--- src/design/mem_path_pkg.sv ---
`default_nettype none

package mem_path_pkg;

	////////////////////////////////////////
	// widths
	////////////////////////////////////////

	localparam int ADDR_W = 32;
	localparam int DATA_W = 32;
	// one select bit per byte lane
	localparam int SEL_W = DATA_W / 8;
	// top address bits cleared in kseg0 and kseg1
	localparam int KSEG_MASK_BITS = 3;

	////////////////////////////////////////
	// transaction types
	////////////////////////////////////////

	// which source a bus transaction belongs to
	typedef enum logic {
		SRC_INST = 1'b0,
		SRC_DATA = 1'b1
	} src_t;

	// cpu data command, virtual address
	typedef struct packed {
		logic              write;
		logic [ADDR_W-1:0] addr;
		logic [DATA_W-1:0] wdata;
		logic [SEL_W-1:0]  sel;
	} data_cmd_t;

	// single-beat memory bus command, physical address
	typedef struct packed {
		logic              write;
		logic [ADDR_W-1:0] paddr;
		logic [DATA_W-1:0] wdata;
		logic [SEL_W-1:0]  sel;
	} bus_cmd_t;

	// bus command tagged with its source
	typedef struct packed {
		bus_cmd_t cmd;
		src_t     src;
	} tagged_cmd_t;

	// read data routed back by source
	typedef struct packed {
		logic [DATA_W-1:0] rdata;
		src_t              src;
	} bus_resp_t;

endpackage

`default_nettype wire

--- src/design/addr_map_stage.sv ---
`default_nettype none

module addr_map_stage #(
	parameter type payload_t = logic
) (
	input  wire logic                            clk,
	input  wire logic                            rst,
	// upstream
	input  wire logic                            in_valid_i,
	output logic                                 in_ready_o,
	input  wire logic [mem_path_pkg::ADDR_W-1:0] in_vaddr_i,
	input  wire payload_t                        in_payload_i,
	// downstream
	output logic                                 out_valid_o,
	input  wire logic                            out_ready_i,
	output logic [mem_path_pkg::ADDR_W-1:0]      out_paddr_o,
	output payload_t                             out_payload_o
);

	localparam int AW = mem_path_pkg::ADDR_W;
	localparam int KB = mem_path_pkg::KSEG_MASK_BITS;
	// segment codes of the two unmapped kernel windows
	localparam logic [KB-1:0] KSEG0 = KB'(3'b100);
	localparam logic [KB-1:0] KSEG1 = KB'(3'b101);

	logic [KB-1:0] seg;
	logic          unmapped;
	logic [AW-1:0] paddr;
	logic          valid_q;
	logic [AW-1:0] paddr_q;
	payload_t      payload_q;

	// kseg0/kseg1 drop the segment bits, kuseg and kseg2/3 pass as is
	assign seg      = in_vaddr_i[AW-1 -: KB];
	assign unmapped = (seg == KSEG0) || (seg == KSEG1);
	assign paddr    = unmapped ? {{KB{1'b0}}, in_vaddr_i[AW-KB-1:0]} : in_vaddr_i;

	// free slot, or the held item leaves this cycle
	assign in_ready_o = !valid_q || out_ready_i;

	always_ff @(posedge clk) begin
		if (rst) begin
			valid_q <= 1'b0;
		end else if (in_ready_o) begin
			valid_q <= in_valid_i;
		end
	end

	// item register
	always_ff @(posedge clk) begin
		if (in_valid_i && in_ready_o) begin
			paddr_q   <= paddr;
			payload_q <= in_payload_i;
		end
	end

	assign out_valid_o   = valid_q;
	assign out_paddr_o   = paddr_q;
	assign out_payload_o = payload_q;

endmodule

`default_nettype wire

--- src/design/fetch_ctrl.sv ---
`default_nettype none

module fetch_ctrl #(
	parameter logic [mem_path_pkg::ADDR_W-1:0] RESET_PC = 32'hBFC0_0000
) (
	input  wire logic                            clk,
	input  wire logic                            rst,
	// redirect from the cpu
	input  wire logic                            redirect_i,
	input  wire logic [mem_path_pkg::ADDR_W-1:0] redirect_pc_i,
	// fetch request toward the map stage
	output logic                                 req_valid_o,
	input  wire logic                            req_ready_i,
	output logic [mem_path_pkg::ADDR_W-1:0]      req_vaddr_o,
	// fetch response from the arbiter
	input  wire logic                            resp_valid_i,
	input  wire logic [mem_path_pkg::DATA_W-1:0] resp_rdata_i,
	// instruction out
	output logic                                 inst_valid_o,
	output logic [mem_path_pkg::DATA_W-1:0]      inst_o,
	output logic [mem_path_pkg::ADDR_W-1:0]      inst_addr_o
);

	localparam int AW = mem_path_pkg::ADDR_W;
	localparam int DW = mem_path_pkg::DATA_W;

	logic [AW-1:0] pc_q;
	logic          outstanding_q;
	// redirect seen since the outstanding fetch issued
	logic          discard_q;
	logic          issue;
	logic          resp;
	logic          inst_valid_q;
	logic [DW-1:0] inst_q;
	logic [AW-1:0] inst_addr_q;

	// one fetch in flight at most
	assign req_valid_o = !outstanding_q;
	assign req_vaddr_o = pc_q;
	assign issue       = req_valid_o && req_ready_i;
	assign resp        = resp_valid_i && outstanding_q;

	////////////////////////////////////////
	// pc and fetch tracking
	////////////////////////////////////////

	always_ff @(posedge clk) begin
		if (rst) begin
			pc_q          <= RESET_PC;
			outstanding_q <= 1'b0;
			discard_q     <= 1'b0;
			inst_valid_q  <= 1'b0;
		end else begin
			if (issue) begin
				outstanding_q <= 1'b1;
			end else if (resp) begin
				outstanding_q <= 1'b0;
			end
			// redirect in the issue cycle kills the fetch just sent
			if (issue) begin
				discard_q <= redirect_i;
			end else if (resp) begin
				discard_q <= 1'b0;
			end else if (redirect_i && outstanding_q) begin
				discard_q <= 1'b1;
			end
			// redirect wins over sequential advance
			if (redirect_i) begin
				pc_q <= redirect_pc_i;
			end else if (resp && !discard_q) begin
				pc_q <= pc_q + AW'(4);
			end
			inst_valid_q <= resp && !discard_q && !redirect_i;
		end
	end

	// fetched word and the pc it came from
	always_ff @(posedge clk) begin
		if (resp) begin
			inst_q      <= resp_rdata_i;
			inst_addr_q <= pc_q;
		end
	end

	assign inst_valid_o = inst_valid_q;
	assign inst_o       = inst_q;
	assign inst_addr_o  = inst_addr_q;

endmodule

`default_nettype wire

--- src/design/data_port.sv ---
`default_nettype none

module data_port (
	input  wire logic                            clk,
	input  wire logic                            rst,
	// cpu side, four-phase
	input  wire logic                            data_req_i,
	input  wire mem_path_pkg::data_cmd_t         data_cmd_i,
	output logic                                 data_ack_o,
	output logic [mem_path_pkg::DATA_W-1:0]      data_rdata_o,
	// toward the map stage
	output logic                                 req_valid_o,
	input  wire logic                            req_ready_i,
	output logic [mem_path_pkg::ADDR_W-1:0]      req_vaddr_o,
	output mem_path_pkg::data_cmd_t              req_cmd_o,
	// response from the arbiter
	input  wire logic                            resp_valid_i,
	input  wire logic [mem_path_pkg::DATA_W-1:0] resp_rdata_i
);

	typedef enum logic [1:0] {
		D_IDLE,
		D_BUSY,
		D_ACKED
	} state_t;

	state_t                          state_q;
	logic [mem_path_pkg::DATA_W-1:0] rdata_q;

	// cpu holds the command until ack, so it feeds the pipe directly
	assign req_valid_o = (state_q == D_IDLE) && data_req_i;
	assign req_vaddr_o = data_cmd_i.addr;
	assign req_cmd_o   = data_cmd_i;

	always_ff @(posedge clk) begin
		if (rst) begin
			state_q <= D_IDLE;
		end else begin
			case (state_q)
				D_IDLE:  if (req_valid_o && req_ready_i) state_q <= D_BUSY;
				D_BUSY:  if (resp_valid_i) state_q <= D_ACKED;
				// ack stays up until the cpu drops req
				D_ACKED: if (!data_req_i) state_q <= D_IDLE;
				default: state_q <= D_IDLE;
			endcase
		end
	end

	// stores hand back zero
	always_ff @(posedge clk) begin
		if (state_q == D_BUSY && resp_valid_i) begin
			rdata_q <= data_cmd_i.write ? '0 : resp_rdata_i;
		end
	end

	assign data_ack_o   = (state_q == D_ACKED);
	assign data_rdata_o = rdata_q;

	// ack never drops while req is high
	a_ack_hold: assert property (@(posedge clk) disable iff (rst)
		$fell(data_ack_o) |-> !data_req_i);

endmodule

`default_nettype wire

--- src/design/bus_arbiter.sv ---
`default_nettype none

module bus_arbiter (
	input  wire logic                            clk,
	input  wire logic                            rst,
	// fetch side, already mapped
	input  wire logic                            inst_valid_i,
	output logic                                 inst_ready_o,
	input  wire logic [mem_path_pkg::ADDR_W-1:0] inst_paddr_i,
	// data side, already mapped
	input  wire logic                            data_valid_i,
	output logic                                 data_ready_o,
	input  wire logic [mem_path_pkg::ADDR_W-1:0] data_paddr_i,
	input  wire mem_path_pkg::data_cmd_t         data_cmd_i,
	// toward the bus master
	output logic                                 out_valid_o,
	input  wire logic                            out_ready_i,
	output mem_path_pkg::tagged_cmd_t            out_cmd_o,
	// response from the bus master
	input  wire logic                            resp_valid_i,
	input  wire mem_path_pkg::bus_resp_t         resp_i,
	// steered responses
	output logic                                 inst_resp_valid_o,
	output logic                                 data_resp_valid_o,
	output logic [mem_path_pkg::DATA_W-1:0]      resp_rdata_o
);

	logic                      can_accept;
	logic                      take;
	logic                      valid_q;
	mem_path_pkg::tagged_cmd_t next_cmd;
	mem_path_pkg::tagged_cmd_t cmd_q;

	////////////////////////////////////////
	// grant, data before fetch
	////////////////////////////////////////

	assign can_accept   = !valid_q || out_ready_i;
	assign data_ready_o = can_accept;
	assign inst_ready_o = can_accept && !data_valid_i;
	assign take         = can_accept && (data_valid_i || inst_valid_i);

	always_comb begin
		if (data_valid_i) begin
			next_cmd.cmd.write = data_cmd_i.write;
			next_cmd.cmd.paddr = data_paddr_i;
			next_cmd.cmd.wdata = data_cmd_i.wdata;
			next_cmd.cmd.sel   = data_cmd_i.sel;
			next_cmd.src       = mem_path_pkg::SRC_DATA;
		end else begin
			// fetch is a full-word read
			next_cmd.cmd.write = 1'b0;
			next_cmd.cmd.paddr = inst_paddr_i;
			next_cmd.cmd.wdata = '0;
			next_cmd.cmd.sel   = '1;
			next_cmd.src       = mem_path_pkg::SRC_INST;
		end
	end

	always_ff @(posedge clk) begin
		if (rst) begin
			valid_q <= 1'b0;
		end else if (can_accept) begin
			valid_q <= data_valid_i || inst_valid_i;
		end
	end

	always_ff @(posedge clk) begin
		if (take) begin
			cmd_q <= next_cmd;
		end
	end

	assign out_valid_o = valid_q;
	assign out_cmd_o   = cmd_q;

	// response goes back to whoever issued it
	assign inst_resp_valid_o = resp_valid_i && (resp_i.src == mem_path_pkg::SRC_INST);
	assign data_resp_valid_o = resp_valid_i && (resp_i.src == mem_path_pkg::SRC_DATA);
	assign resp_rdata_o      = resp_i.rdata;

endmodule

`default_nettype wire

--- src/design/bus_master.sv ---
`default_nettype none

module bus_master (
	input  wire logic                            clk,
	input  wire logic                            rst,
	// from the arbiter
	input  wire logic                            in_valid_i,
	output logic                                 in_ready_o,
	input  wire mem_path_pkg::tagged_cmd_t       in_cmd_i,
	// memory side, four-phase
	output logic                                 mem_req_o,
	output mem_path_pkg::bus_cmd_t               mem_cmd_o,
	input  wire logic                            mem_ack_i,
	input  wire logic [mem_path_pkg::DATA_W-1:0] mem_rdata_i,
	// response back to the arbiter
	output logic                                 resp_valid_o,
	output mem_path_pkg::bus_resp_t              resp_o
);

	typedef enum logic [1:0] {
		M_IDLE,
		M_REQ,
		M_RELEASE,
		M_WAIT_LOW
	} state_t;

	state_t                          state_q;
	mem_path_pkg::tagged_cmd_t       cmd_q;
	logic [mem_path_pkg::DATA_W-1:0] rdata_q;

	// new item only once the previous handshake is fully closed
	assign in_ready_o = (state_q == M_IDLE);

	always_ff @(posedge clk) begin
		if (rst) begin
			state_q <= M_IDLE;
		end else begin
			case (state_q)
				M_IDLE:     if (in_valid_i) state_q <= M_REQ;
				M_REQ:      if (mem_ack_i) state_q <= M_RELEASE;
				// req already low here, wait for memory to drop ack
				M_RELEASE:  state_q <= mem_ack_i ? M_WAIT_LOW : M_IDLE;
				M_WAIT_LOW: if (!mem_ack_i) state_q <= M_IDLE;
				default:    state_q <= M_IDLE;
			endcase
		end
	end

	// command and tag held for the whole transaction
	always_ff @(posedge clk) begin
		if (in_valid_i && in_ready_o) begin
			cmd_q <= in_cmd_i;
		end
		if (state_q == M_REQ && mem_ack_i) begin
			rdata_q <= mem_rdata_i;
		end
	end

	assign mem_req_o    = (state_q == M_REQ);
	assign mem_cmd_o    = cmd_q.cmd;
	// single pulse right after the first ack
	assign resp_valid_o = (state_q == M_RELEASE);
	assign resp_o       = mem_path_pkg::bus_resp_t'{rdata: rdata_q, src: cmd_q.src};

	a_cmd_stable: assert property (@(posedge clk) disable iff (rst)
		mem_req_o |=> !mem_req_o || $stable(mem_cmd_o));
	a_no_req_on_ack: assert property (@(posedge clk) disable iff (rst)
		$rose(mem_req_o) |-> !mem_ack_i);

endmodule

`default_nettype wire

--- src/design/uncached_access_top.sv ---
`default_nettype none

module uncached_access_top #(
	parameter logic [mem_path_pkg::ADDR_W-1:0] RESET_PC = 32'hBFC0_0000
) (
	input  wire logic                            clk,
	input  wire logic                            rst,
	// fetch side
	input  wire logic                            redirect_i,
	input  wire logic [mem_path_pkg::ADDR_W-1:0] redirect_pc_i,
	output logic                                 inst_valid_o,
	output logic [mem_path_pkg::DATA_W-1:0]      inst_o,
	output logic [mem_path_pkg::ADDR_W-1:0]      inst_addr_o,
	// data side
	input  wire logic                            data_req_i,
	input  wire mem_path_pkg::data_cmd_t         data_cmd_i,
	output logic                                 data_ack_o,
	output logic [mem_path_pkg::DATA_W-1:0]      data_rdata_o,
	// memory side
	output logic                                 mem_req_o,
	output mem_path_pkg::bus_cmd_t               mem_cmd_o,
	input  wire logic                            mem_ack_i,
	input  wire logic [mem_path_pkg::DATA_W-1:0] mem_rdata_i
);

	localparam int AW = mem_path_pkg::ADDR_W;
	localparam int DW = mem_path_pkg::DATA_W;

	////////////////////////////////////////
	// sources
	////////////////////////////////////////

	logic                    if_valid, if_ready;
	logic [AW-1:0]           if_vaddr;
	logic                    dp_valid, dp_ready;
	logic [AW-1:0]           dp_vaddr;
	mem_path_pkg::data_cmd_t dp_cmd;
	logic                    inst_resp_valid, data_resp_valid;
	logic [DW-1:0]           resp_rdata;

	fetch_ctrl #(.RESET_PC(RESET_PC)) i_fetch (
		.clk, .rst, .redirect_i, .redirect_pc_i,
		.req_valid_o(if_valid), .req_ready_i(if_ready), .req_vaddr_o(if_vaddr),
		.resp_valid_i(inst_resp_valid), .resp_rdata_i(resp_rdata),
		.inst_valid_o, .inst_o, .inst_addr_o
	);

	data_port i_data_port (
		.clk, .rst, .data_req_i, .data_cmd_i, .data_ack_o, .data_rdata_o,
		.req_valid_o(dp_valid), .req_ready_i(dp_ready), .req_vaddr_o(dp_vaddr),
		.req_cmd_o(dp_cmd), .resp_valid_i(data_resp_valid), .resp_rdata_i(resp_rdata)
	);

	////////////////////////////////////////
	// mapping, arbitration, bus
	////////////////////////////////////////

	logic                      im_valid, im_ready;
	logic [AW-1:0]             im_paddr;
	logic                      dm_valid, dm_ready;
	logic [AW-1:0]             dm_paddr;
	mem_path_pkg::data_cmd_t   dm_cmd;
	logic                      arb_valid, arb_ready;
	mem_path_pkg::tagged_cmd_t arb_cmd;
	logic                      bus_resp_valid;
	mem_path_pkg::bus_resp_t   bus_resp;

	// fetch tag is implied by the arbiter inst port
	addr_map_stage #(.payload_t(mem_path_pkg::src_t)) inst_map (
		.clk, .rst,
		.in_valid_i(if_valid), .in_ready_o(if_ready), .in_vaddr_i(if_vaddr),
		.in_payload_i(mem_path_pkg::SRC_INST),
		.out_valid_o(im_valid), .out_ready_i(im_ready), .out_paddr_o(im_paddr),
		.out_payload_o()
	);

	addr_map_stage #(.payload_t(mem_path_pkg::data_cmd_t)) data_map (
		.clk, .rst,
		.in_valid_i(dp_valid), .in_ready_o(dp_ready), .in_vaddr_i(dp_vaddr),
		.in_payload_i(dp_cmd),
		.out_valid_o(dm_valid), .out_ready_i(dm_ready), .out_paddr_o(dm_paddr),
		.out_payload_o(dm_cmd)
	);

	bus_arbiter i_arbiter (
		.clk, .rst,
		.inst_valid_i(im_valid), .inst_ready_o(im_ready), .inst_paddr_i(im_paddr),
		.data_valid_i(dm_valid), .data_ready_o(dm_ready), .data_paddr_i(dm_paddr),
		.data_cmd_i(dm_cmd),
		.out_valid_o(arb_valid), .out_ready_i(arb_ready), .out_cmd_o(arb_cmd),
		.resp_valid_i(bus_resp_valid), .resp_i(bus_resp),
		.inst_resp_valid_o(inst_resp_valid), .data_resp_valid_o(data_resp_valid),
		.resp_rdata_o(resp_rdata)
	);

	bus_master i_master (
		.clk, .rst,
		.in_valid_i(arb_valid), .in_ready_o(arb_ready), .in_cmd_i(arb_cmd),
		.mem_req_o, .mem_cmd_o, .mem_ack_i, .mem_rdata_i,
		.resp_valid_o(bus_resp_valid), .resp_o(bus_resp)
	);

endmodule

`default_nettype wire

--- config.mk ---
export PLATFORM = sky130hd
export DESIGN_NAME = uncached_access_top
export DESIGN_NICKNAME = d
export VERILOG_FILES = /design/src/design/mem_path_pkg.sv /design/src/design/addr_map_stage.sv /design/src/design/fetch_ctrl.sv /design/src/design/data_port.sv /design/src/design/bus_arbiter.sv /design/src/design/bus_master.sv /design/src/design/uncached_access_top.sv
export SDC_FILE = /design/constraint.sdc
export NUM_CORES = 1
export LEC_CHECK = 0
export BUFFER_PORTS_ARGS = -buffer_cell sky130_fd_sc_hd__buf_2
export CORE_UTILIZATION = 50
export DETAILED_ROUTE_END_ITERATION = 10
export PLACE_DENSITY = 0.73
export SYNTH_ARGS = -nofsm -noshare
export SYNTH_HDL_FRONTEND = slang
export SYNTH_HIERARCHICAL = 1
export SYNTH_SLANG_ARGS = --single-unit
export TNS_END_PERCENT = 20
--- constraint.sdc ---
create_clock -name clk -period 3.8 [get_ports clk]
set_input_delay 0.19 -clock clk [delete_from_list [all_inputs] [get_ports clk]]
set_output_delay 0.19 -clock clk [all_outputs]
set_load 0.02 [all_outputs]
; ---- Word-level counts from Yosys, hierarchy flattened
; Index checks and enable logic that the tools add are counted.
; W data, S select, Z words.
[totals]
output_inout_bits = 168
inputBits = 138
reg_bits = 411
elab_cells = 97
[classes]
n_mux = 17
n_eq_ne = 15
addsub = 1
reduce_logical = 33
bitwise = 1
[op_table]
columns = op, n
row1 = $mux W69, 1
row2 = $mux W32, 2
row3 = $add A32 B3 Y32 const B, 1
row4 = $logic_and A1 B1 Y1, 14
row5 = $mux W2, 7
row6 = $eq A3 B3 Y1 const B, 4
row7 = $pmux W2 S4, 1
row8 = $eq A2 B2 Y1 const B, 3
row9 = $logic_not A1 Y1, 6
row10 = $logic_or A1 B1 Y1, 6
row11 = $ne A2 B1 Y1 const B, 3
row12 = $ne A2 B2 Y1 const B, 3
row13 = $pmux W2 S3, 1
row14 = $reduce_and A3 Y1, 2
row15 = $mux W1, 5
row16 = $eq A2 B1 Y1 const B, 2
row17 = $logic_not A2 Y1, 2
row18 = $reduce_bool A2 Y1, 2
row19 = $reduce_bool A3 Y1, 1
row20 = $not A1 Y1, 1

; ---- Logic depth before layout (Yosys ltp)
; Gate-level depths: netlist of the first run.
[logic_depth]
word_depth = 6
depth_mapped = 9
mapped_depth_nobuf = 8

; ---- Hierarchy
; The synthesis of the first run kept the hierarchy.
[by_module_without_submodules]
columns = module, cells_per_inst, n_inst, area_each_um2
row1 = fetch_ctrl, 291, 1, 3798.6
row2 = bus_arbiter, 188, 1, 3206.8
row3 = bus_master, 115, 1, 3174.3
row4 = addr_map_stage at data_map, 110, 1, 3109.2
row5 = data_port, 178, 1, 2040.7
row6 = addr_map_stage at inst_map, 42, 1, 1067.3
row7 = uncached_access_top, 1, 1, 3.8

; ---- Least setup slack after synthesis of the first run
; No wires, ideal clock.
[synth_path]
path_type = register to register
start = register data_map.valid_q (netlist: data_map/out_valid_o)
end = register i_arbiter.cmd_q, in the netlist i_arbiter/out_cmd_o[0], enable pin
setup_slack_ps = -374
required_time_ps = 3301
stages_incl_launch_ff = 5
period_less_slack_ps = 4174
setup_time_ps = 499
arrival_ps = 3675
path_cell_list = dfxtp_1 buf_6 buf_6 nor2_1 nor2_1
[synth_via]
elab_chain_len = 2
[synth_rtl]
columns = element, line
row1 = from (decl), addr_map_stage.sv:29  ; logic valid_q;
row2 = from (signal assigned), addr_map_stage.sv:45  ; valid_q <= in_valid_i;
row3 = $logic_or A1 B1 Y1, bus_arbiter.sv:41  ; assign take = can_accept && (data_valid_i || inst_valid_i);
row4 = $logic_and A1 B1 Y1, bus_arbiter.sv:41
row5 = net i_arbiter.take, bus_arbiter.sv:29  ; logic take;
row6 = to (signal assigned), bus_arbiter.sv:70  ; cmd_q <= next_cmd;
row7 = to (decl), bus_arbiter.sv:32  ; mem_path_pkg::tagged_cmd_t cmd_q;
; The timed path passes the listed nets, and every way through them passes these cells.
; A chain may end at the register's enable or synchronous reset.

; ---- Final worst setup path of the first run
[layout_path]
start = register i_master.state_q[1]
end = register i_fetch.pc_q[28] (netlist: i_fetch/req_vaddr_o[28])
[layout_via]
elab_chain_len = 5
[layout_rtl]
columns = element, line
row1 = from (decl), bus_master.sv:27  ; state_t state_q;
row2 = from (signal assigned), bus_master.sv:42  ; M_RELEASE: state_q <= mem_ack_i ? M_WAIT_LOW : M_IDLE;
row3 = $eq A2 B2 Y1, bus_master.sv:62  ; assign resp_valid_o = (state_q == M_RELEASE);
row4 = net bus_resp_valid, uncached_access_top.sv:65  ; logic bus_resp_valid;
row5 = $logic_and A1 B1 Y1, bus_arbiter.sv:78  ; assign inst_resp_valid_o = resp_valid_i && (resp_i.src == mem_path_pkg::SRC_INST);
row6 = net inst_resp_valid, uncached_access_top.sv:38  ; logic inst_resp_valid, data_resp_valid;
row7 = $logic_and A1 B1 Y1, fetch_ctrl.sv:41  ; assign resp = resp_valid_i && outstanding_q;
row8 = $logic_and A1 B1 Y1, fetch_ctrl.sv:70  ; end else if (resp && !discard_q) begin
row9 = $reduce_bool A2 Y1 (no source line), n/a
row10 = to (signal assigned), fetch_ctrl.sv:69  ; pc_q <= redirect_pc_i;
row11 = to (signal assigned), fetch_ctrl.sv:71  ; pc_q <= pc_q + AW'(4);
row12 = to (decl), fetch_ctrl.sv:27  ; logic [AW-1:0] pc_q;
; The timed path passes the listed nets, and every way through them passes these cells.

==> results by group, run 1 <==
Run status
  • Status: finished clean

Detailed routing
  • Drc violations: 0
  • First DRT Iteration DRCs: 665
  • DR WL/cell: 18.5 um
  • DR vias/cell: 4.97
  • Routed Antenna Nets: 0
  • Total Wirelength: 30.3 mm
  • DRT Pass-1 Iters: 7
  • Vias: about 8100

STA
  • Setup TNS Final: 0 ns
  • Final hold violations: 0
  • Worst Tran Pin Value: 0.969 ns
  • Slew Limit Headroom: 0.354
  • # setup viols final: 0
  • RSZ-0062 raised after global routing: false
  • Final Skew: approximately 0.028 ns
  • Tmin final: 2.58 ns
  • Final slew viol count: 0
  • Period Utilization, post-route: 0.680
  • Highest clock rate: 387 MHz

Die
  • Core ar.: 0.0297 sq mm
  • Ports: 306
  • Starting Density: 0.510
  • Die boundary width: 176 um
  • Vert. Die Dim: between 150 and 200 um
  • Cell Rows: 63
  • Die ar.: 0.0310 sq mm

Critical path
  • Arr. time, crit path: slightly above 3 ns
  • Max FO, Critical Path: 5
  • Critical Path Source Type: flop
  • Critical Path RT: 4.25 ns
  • CP Capture Type: flop
  • CP Class: flop to flop

GRT
  • Global-route wire length before repair: 45.0 mm
  • Vias in the first global route: 8132
  • GRT overflow: 0
  • Largest net degree at the start of global routing: 71
  • All-Layer GR Usage: 0.194
  • Initial antenna violation count: 0

Cells and area
  • P&R area growth vs syn: 25.2%
  • Fill cells: 2046
  • Layout cells sized above 1: 0.340
  • Post-route cell area: 0.0190 sq mm
  • Commonest non-fill, non-tap cells in the layout: edfxtp_1 (369), buf_2 (305), dlygate4sd3_1 (132)
  • Commonest non-fill, non-tap cell in the layout: edfxtp_1
  • Inserted Diodes: 0
  • Final net count: between 1000 and 1500

Logic synthesis
  • Mapped Area: between 0.015 and 0.02 sq mm
  • Synth warn: 6
  • Synth Instances: 859
  • Avg Cell Area, Syn: 17.7 sq um
  • Mapped Nets: 998

Place
  • Detailed Place HPWL: ~18 mm
  • PortBufs: 305
  • Cell Area, Placed: 0.0163 sq mm
  • GP Congestion: ~0.81

Clocking
  • H-tree depth: 2
  • Root buf cell: clkbuf_16
  • Clk sinks: 411
  • Post-CTS Setup Repair Bufs: 0
  • Clock Tree Buf Depth: 3
  • Reg clk slew, reported paths: 0.06 ns
  • Worst-skew pair later-pin latency: 0.53 ns
  • CTS Buf Count: 40
  • CTS tree: done

Pwr
  • Worst vdd ir: approximately 0.41 mV
  • Power per cell area: 527 mW/mm^2
  • Static leakage: 7.15 nW

Hold path
  • Worst min-delay path class: input port to flop

Run
  • Maximum capacitance violations: 0
-- per-layer routing --
metal,up-vias,part of all wire,GRT usage
li1,3798,-,-
met1,3933,0.40,0.244
met2,360,0.50,0.329
met3,54,0.078,0.0444
met4,0,0.028,0.0678
met5,-,0,0
-- path summary, 6_finish.rpt --
path,end,slack [ns],depth (start not counted),startpoint
max,i_fetch/req_vaddr_o[28],1.22,8,i_master/state_q[1]
min,data_map/out_paddr_o[29],0.08,2,data_cmd_i[65]
max reg2reg,i_fetch/req_vaddr_o[28],1.22,8,i_master/state_q[1]
min reg2reg,i_master/mem_cmd_o[26],0.41,0,i_arbiter/out_cmd_o[27]
-- layout make-up --
class / count / area, sq um / share of cell area
multi-input cells: 310 / 2290 / 0.121
clock buffers: 52 / 1130 / 0.0594
clock inverters: 22 / 223 / 0.0117
flip-flops and latches: 411 / 11900 / 0.628
inverters: 13 / 48.8 / 0.00257
repair buffers: 442 / 2890 / 0.152
well taps: 390 / 488 / 0.0257
-- worst max-delay path, cell delays in order (launching register included) --
cell,delay (ns)
dfxtp_1,0.36
inv_1,0.08
nor2_1,0.12
nor2b_1,0.31
nand4b_1,0.22
or4_1,0.47
or4_4,0.45
mux2_1,0.34
a211oi_2,0.18
-- registers in the layout, summed over array words and instances (netlist names), 2 cells and up --
| register | cells |
|---|---|
| i_arbiter/out_cmd_o | 70 |
| i_master/mem_cmd_o | 69 |
| data_map/out_payload_o | 37 |
| data_map/out_paddr_o | 32 |
| i_data_port/data_rdata_o | 32 |
| i_fetch/inst_addr_o | 32 |
| i_fetch/inst_o | 32 |
| i_fetch/req_vaddr_o | 32 |
| i_master/rdata_q | 32 |
| inst_map/out_paddr_o | 32 |
| i_data_port/state_q | 2 |
| i_master/state_q | 2 |
-- stage by stage --
step | power (mW) | hold slack [ns] | setup WS [ns] | utilization | cells
after global routing | 10.3 | 0.0661 | 0.989 | 0.639 | 1640
after global placement | 5.98 | 0.366 | 1.30 | 0.549 | 1434
after floorplan | 5.83 | 0.252 | 0.817 | - | 859
final | 10.0 | 0.0796 | 1.22 | 0.639 | 1640
after CTS | 10.1 | 0.0700 | 1.18 | 0.639 | 1640
after detailed placement | 6.00 | 0.368 | 1.19 | 0.549 | 1434
-- what timing repair did --
action / 4_1_cts / 5_1_grt
hold buffers: 132 / 0
resized for setup: 0 / 0
endpoints found under the hold margin: 132 / 0
-- where the power goes --
part           total, mW  leakage [nW]  switching (mW)  internal [mW]
registers           5.37          3.82           0.120           5.25
logic              0.647          2.67           0.351          0.295
clock network       3.98         0.665            1.61           2.38
total               10.0          7.15            2.08           7.92
(Power assumes the default switching activity.)
==> inputs of run 2 (changes only) <==
--- a/config.mk
+++ b/config.mk
@@ -6,9 +6,9 @@
 export NUM_CORES = 1
 export LEC_CHECK = 0
 export BUFFER_PORTS_ARGS = -buffer_cell sky130_fd_sc_hd__buf_2
-export CORE_UTILIZATION = 50
+export CORE_UTILIZATION = 55
 export DETAILED_ROUTE_END_ITERATION = 10
-export PLACE_DENSITY = 0.73
+export PLACE_DENSITY = 0.76
 export SYNTH_ARGS = -nofsm -noshare
 export SYNTH_HDL_FRONTEND = slang
 export SYNTH_HIERARCHICAL = 1
==> constraint.sdc (replaced) <==
create_clock -name clk -period 2.5 [get_ports clk]
set_input_delay 0.125 -clock clk [delete_from_list [all_inputs] [get_ports clk]]
set_output_delay 0.125 -clock clk [all_outputs]
set_load 0.02 [all_outputs]
==> results by group, run 2 (synthesis gave the netlist of run 1 again) <==
Detailed routing
  • Routed Antenna Nets: 0 (unchanged)
  • Total Wirelength: 31.4 mm (was 30.3 mm)
  • First DRT Iteration DRCs: 570 (was 665)
  • Vias: 8308 (was 8145)
  • DR WL/cell: 19.5 um (was 18.5 um)
  • DRT Pass-1 Iters: 5 (was 7)
  • Drc violations: 0 (unchanged)
  • DR vias/cell: 5.16 (was 4.97)

Die
  • Ports: 306 (unchanged)
  • Vert. Die Dim: 168 um (was 176 um)
  • Die ar.: 0.0282 sq mm (was 0.0310 sq mm)
  • Cell Rows: 60 (was 63)
  • Core ar.: 0.0270 sq mm (was 0.0297 sq mm)
  • Die boundary width: 168 um (was 176 um)
  • Starting Density: 0.561 (was 0.510)

Critical path
  • WP depth: 8 (unchanged)
  • Arr. time, crit path: 2.79 ns (was 3.04 ns)
  • Worst path top cell family by delay: simple AND/OR/NAND/NOR gates (unchanged)
  • Critical Path Source Type: flop (unchanged)
  • CP Capture Type: flop (unchanged)
  • Worst R2R Path Depth: 8 (unchanged)
  • CP Class: flop to flop (unchanged)
  • Crit-path max cell delay: 0.46 ns (was 0.47 ns)
  • Crit-path cells: inv_1, nor2_1, nor2b_2, nand4b_1, or4_1, or4_4, mux2_1, a211oi_2 (was inv_1, nor2_1, nor2b_1, nand4b_1, or4_1, or4_4, mux2_1, a211oi_2)
  • Critical Path RT: 2.96 ns (was 4.25 ns)
  • Max FO, Critical Path: 4 (was 5)
  • Critical-path top delay cell: or4_4 (was or4_1)
  • WP buf/inv: 1 (unchanged)

Pwr
  • Design Power: 15.1 mW (was 10.0 mW)
  • Logic pwr share: 0.069 (was 0.065)
  • Worst vdd ir: 0.486 mV (was 0.407 mV)
  • NetSw: 3.25 mW (was 2.08 mW)
  • Static leakage: 7.23 nW (was 7.15 nW)
  • Pint: 11.8 mW (was 7.92 mW)
  • Sw Ratio: 0.215 (was 0.208)
  • Power per cell area: 790 mW/mm^2 (was 527 mW/mm^2)
  • Flop pwr share: 0.541 (was 0.537)
  • Clk pwr share: 0.390 (was 0.398)

Hold path
  • Worst min-delay path class: input port to flop (unchanged)
  • Hold path depth: 2 (unchanged)

Clocking
  • CTS tree: done (unchanged)
  • Root buf cell: clkbuf_16 (unchanged)
  • Worst-skew pair later-pin latency: 0.54 ns (was 0.53 ns)
  • Reg clk slew, reported paths: 0.07 ns (was 0.06 ns)
  • H-tree depth: 2 (unchanged)
  • Post-CTS Setup Repair Bufs: 0 (unchanged)
  • Clock Tree Buf Depth: 3 (unchanged)
  • CTS Buf Count: 42 (was 40)
  • Clk sinks: 411 (unchanged)

Place
  • GP Congestion: 0.819 (was 0.806)
  • Inst Count DP: 1399 (was 1434)
  • Detailed Place HPWL: 18.9 mm (was 18.2 mm)
  • Pre-CTS setup slack: 0.130 ns (was 1.19 ns)
  • PortBufs: 305 (unchanged)

STA
  • Final Skew: 0.0254 ns (was 0.0275 ns)
  • Highest clock rate: 429 MHz (was 387 MHz)
  • PnR worst setup slack: 0.167 ns (was 1.22 ns)
  • RSZ-0062 raised after global routing: false (unchanged)
  • Setup TNS Final: 0 ns (unchanged)
  • Period Utilization, post-route: 0.933 (was 0.680)
  • Slew Limit Headroom: 0.565 (was 0.354)
  • Final hold violations: 0 (unchanged)
  • # setup viols final: 0 (unchanged)
  • Worst Tran Pin Value: 0.653 ns (was 0.969 ns)
  • Final slew viol count: 0 (unchanged)
  • Tmin final: 2.33 ns (was 2.58 ns)

GRT
  • Largest net degree at the start of global routing: 52 (was 71)
  • Global-route wire length before repair: 47.0 mm (was 45.0 mm)
  • Initial antenna violation count: 2 (was 0)
  • Vias in the first global route: 8636 (was 8132)
  • GRT overflow: 0 (unchanged)
  • All-Layer GR Usage: 0.220 (was 0.194)

Cells and area
  • Final net count: 1375 (was 1357)
  • Layout cells sized above 1: 0.347 (was 0.340)
  • Max reg flops: 70 (unchanged)
  • Non-Filler Instances: 1611 (was 1640)
  • Commonest non-fill, non-tap cell in the layout: edfxtp_1 (unchanged)
  • P&R area growth vs syn: 25.8% (was 25.2%)
  • Fill cells: 1687 (was 2046)
  • Commonest non-fill, non-tap cells in the layout: edfxtp_1 (369), buf_2 (305), dlygate4sd3_1 (134) (was edfxtp_1 (369), buf_2 (305), dlygate4sd3_1 (132))

Run
  • Maximum capacitance violations: 0 (unchanged)

Run status
  • Status: finished clean (unchanged)
[run 2: cell count changes in the layout (fill, tap and decap cells not counted), moves of 2 or more]
cell,previous run,this run
clkinv_1,8,10
clkbuf_8,4,0
bufinv_16,4,2
clkinv_4,3,1
dlygate4sd3_1,132,134
buf_4,5,13
diode_2,0,2
clkinv_2,6,11
buf_12,0,6
[run 2: final timing paths]
kind	slack, ns	to	start
setup / recovery	0.17	i_fetch/req_vaddr_o[28]	i_master/state_q[1]
hold / removal	0.07	i_fetch/req_vaddr_o[9]	rst
setup reg to reg	0.17	i_fetch/req_vaddr_o[28]	i_master/state_q[1]
hold reg to reg	0.40	i_master/mem_cmd_o[4]	i_arbiter/out_cmd_o[5]
[run 2: stage by stage]
stage	hold WS, ns	util	area [sq um]
after floorplan	0.187	-	15200
after global placement	0.302	0.608	16400
after detailed placement	0.303	0.608	16400
after CTS	0.0454	0.706	19100
after global routing	0.0635	0.706	19100
final	0.0684	0.706	19100
[run 2: area by class of cell]
type                       count  area, sq um  share of cell area
antenna                        2         5.00            0.000262
sequential                   411        11900               0.625
inverter                      13         48.8             0.00256
tap                          341          427              0.0224
clock inverter                27          201              0.0106
clock buffer                  49         1100              0.0576
multi-input combinational    310         2290               0.120
timing repair buffer         458         3090               0.162
[run 2: timing repair]
action	in CTS	in global routing
gates resized for setup	0	1
hold buffers	134	0
endpoints found under the setup margin	0	1
endpoints found under the hold margin	137	0
[run 2: power by group through the flow]
| stage | combinational (mW) | sequential [mW] | clock [mW] |
|---|---|---|---|
| final | 1.04 | 8.15 | 5.88 |
| after global routing | 1.11 | 8.19 | 6.22 |
| after CTS | 1.03 | 8.15 | 5.95 |
| after detailed placement | 0.858 | 8.29 | 0 |
| after global placement | 0.839 | 8.27 | 0 |
| after floorplan | 0.511 | 8.35 | 0 |
[run 2: metal layers]
layer	track usage	routed length, um	up-vias
met5	0	0	-
met4	0.0684	769	0
met3	0.0581	2310	58
met2	0.393	16100	360
met1	0.260	12200	4054
li1	-	-	3836
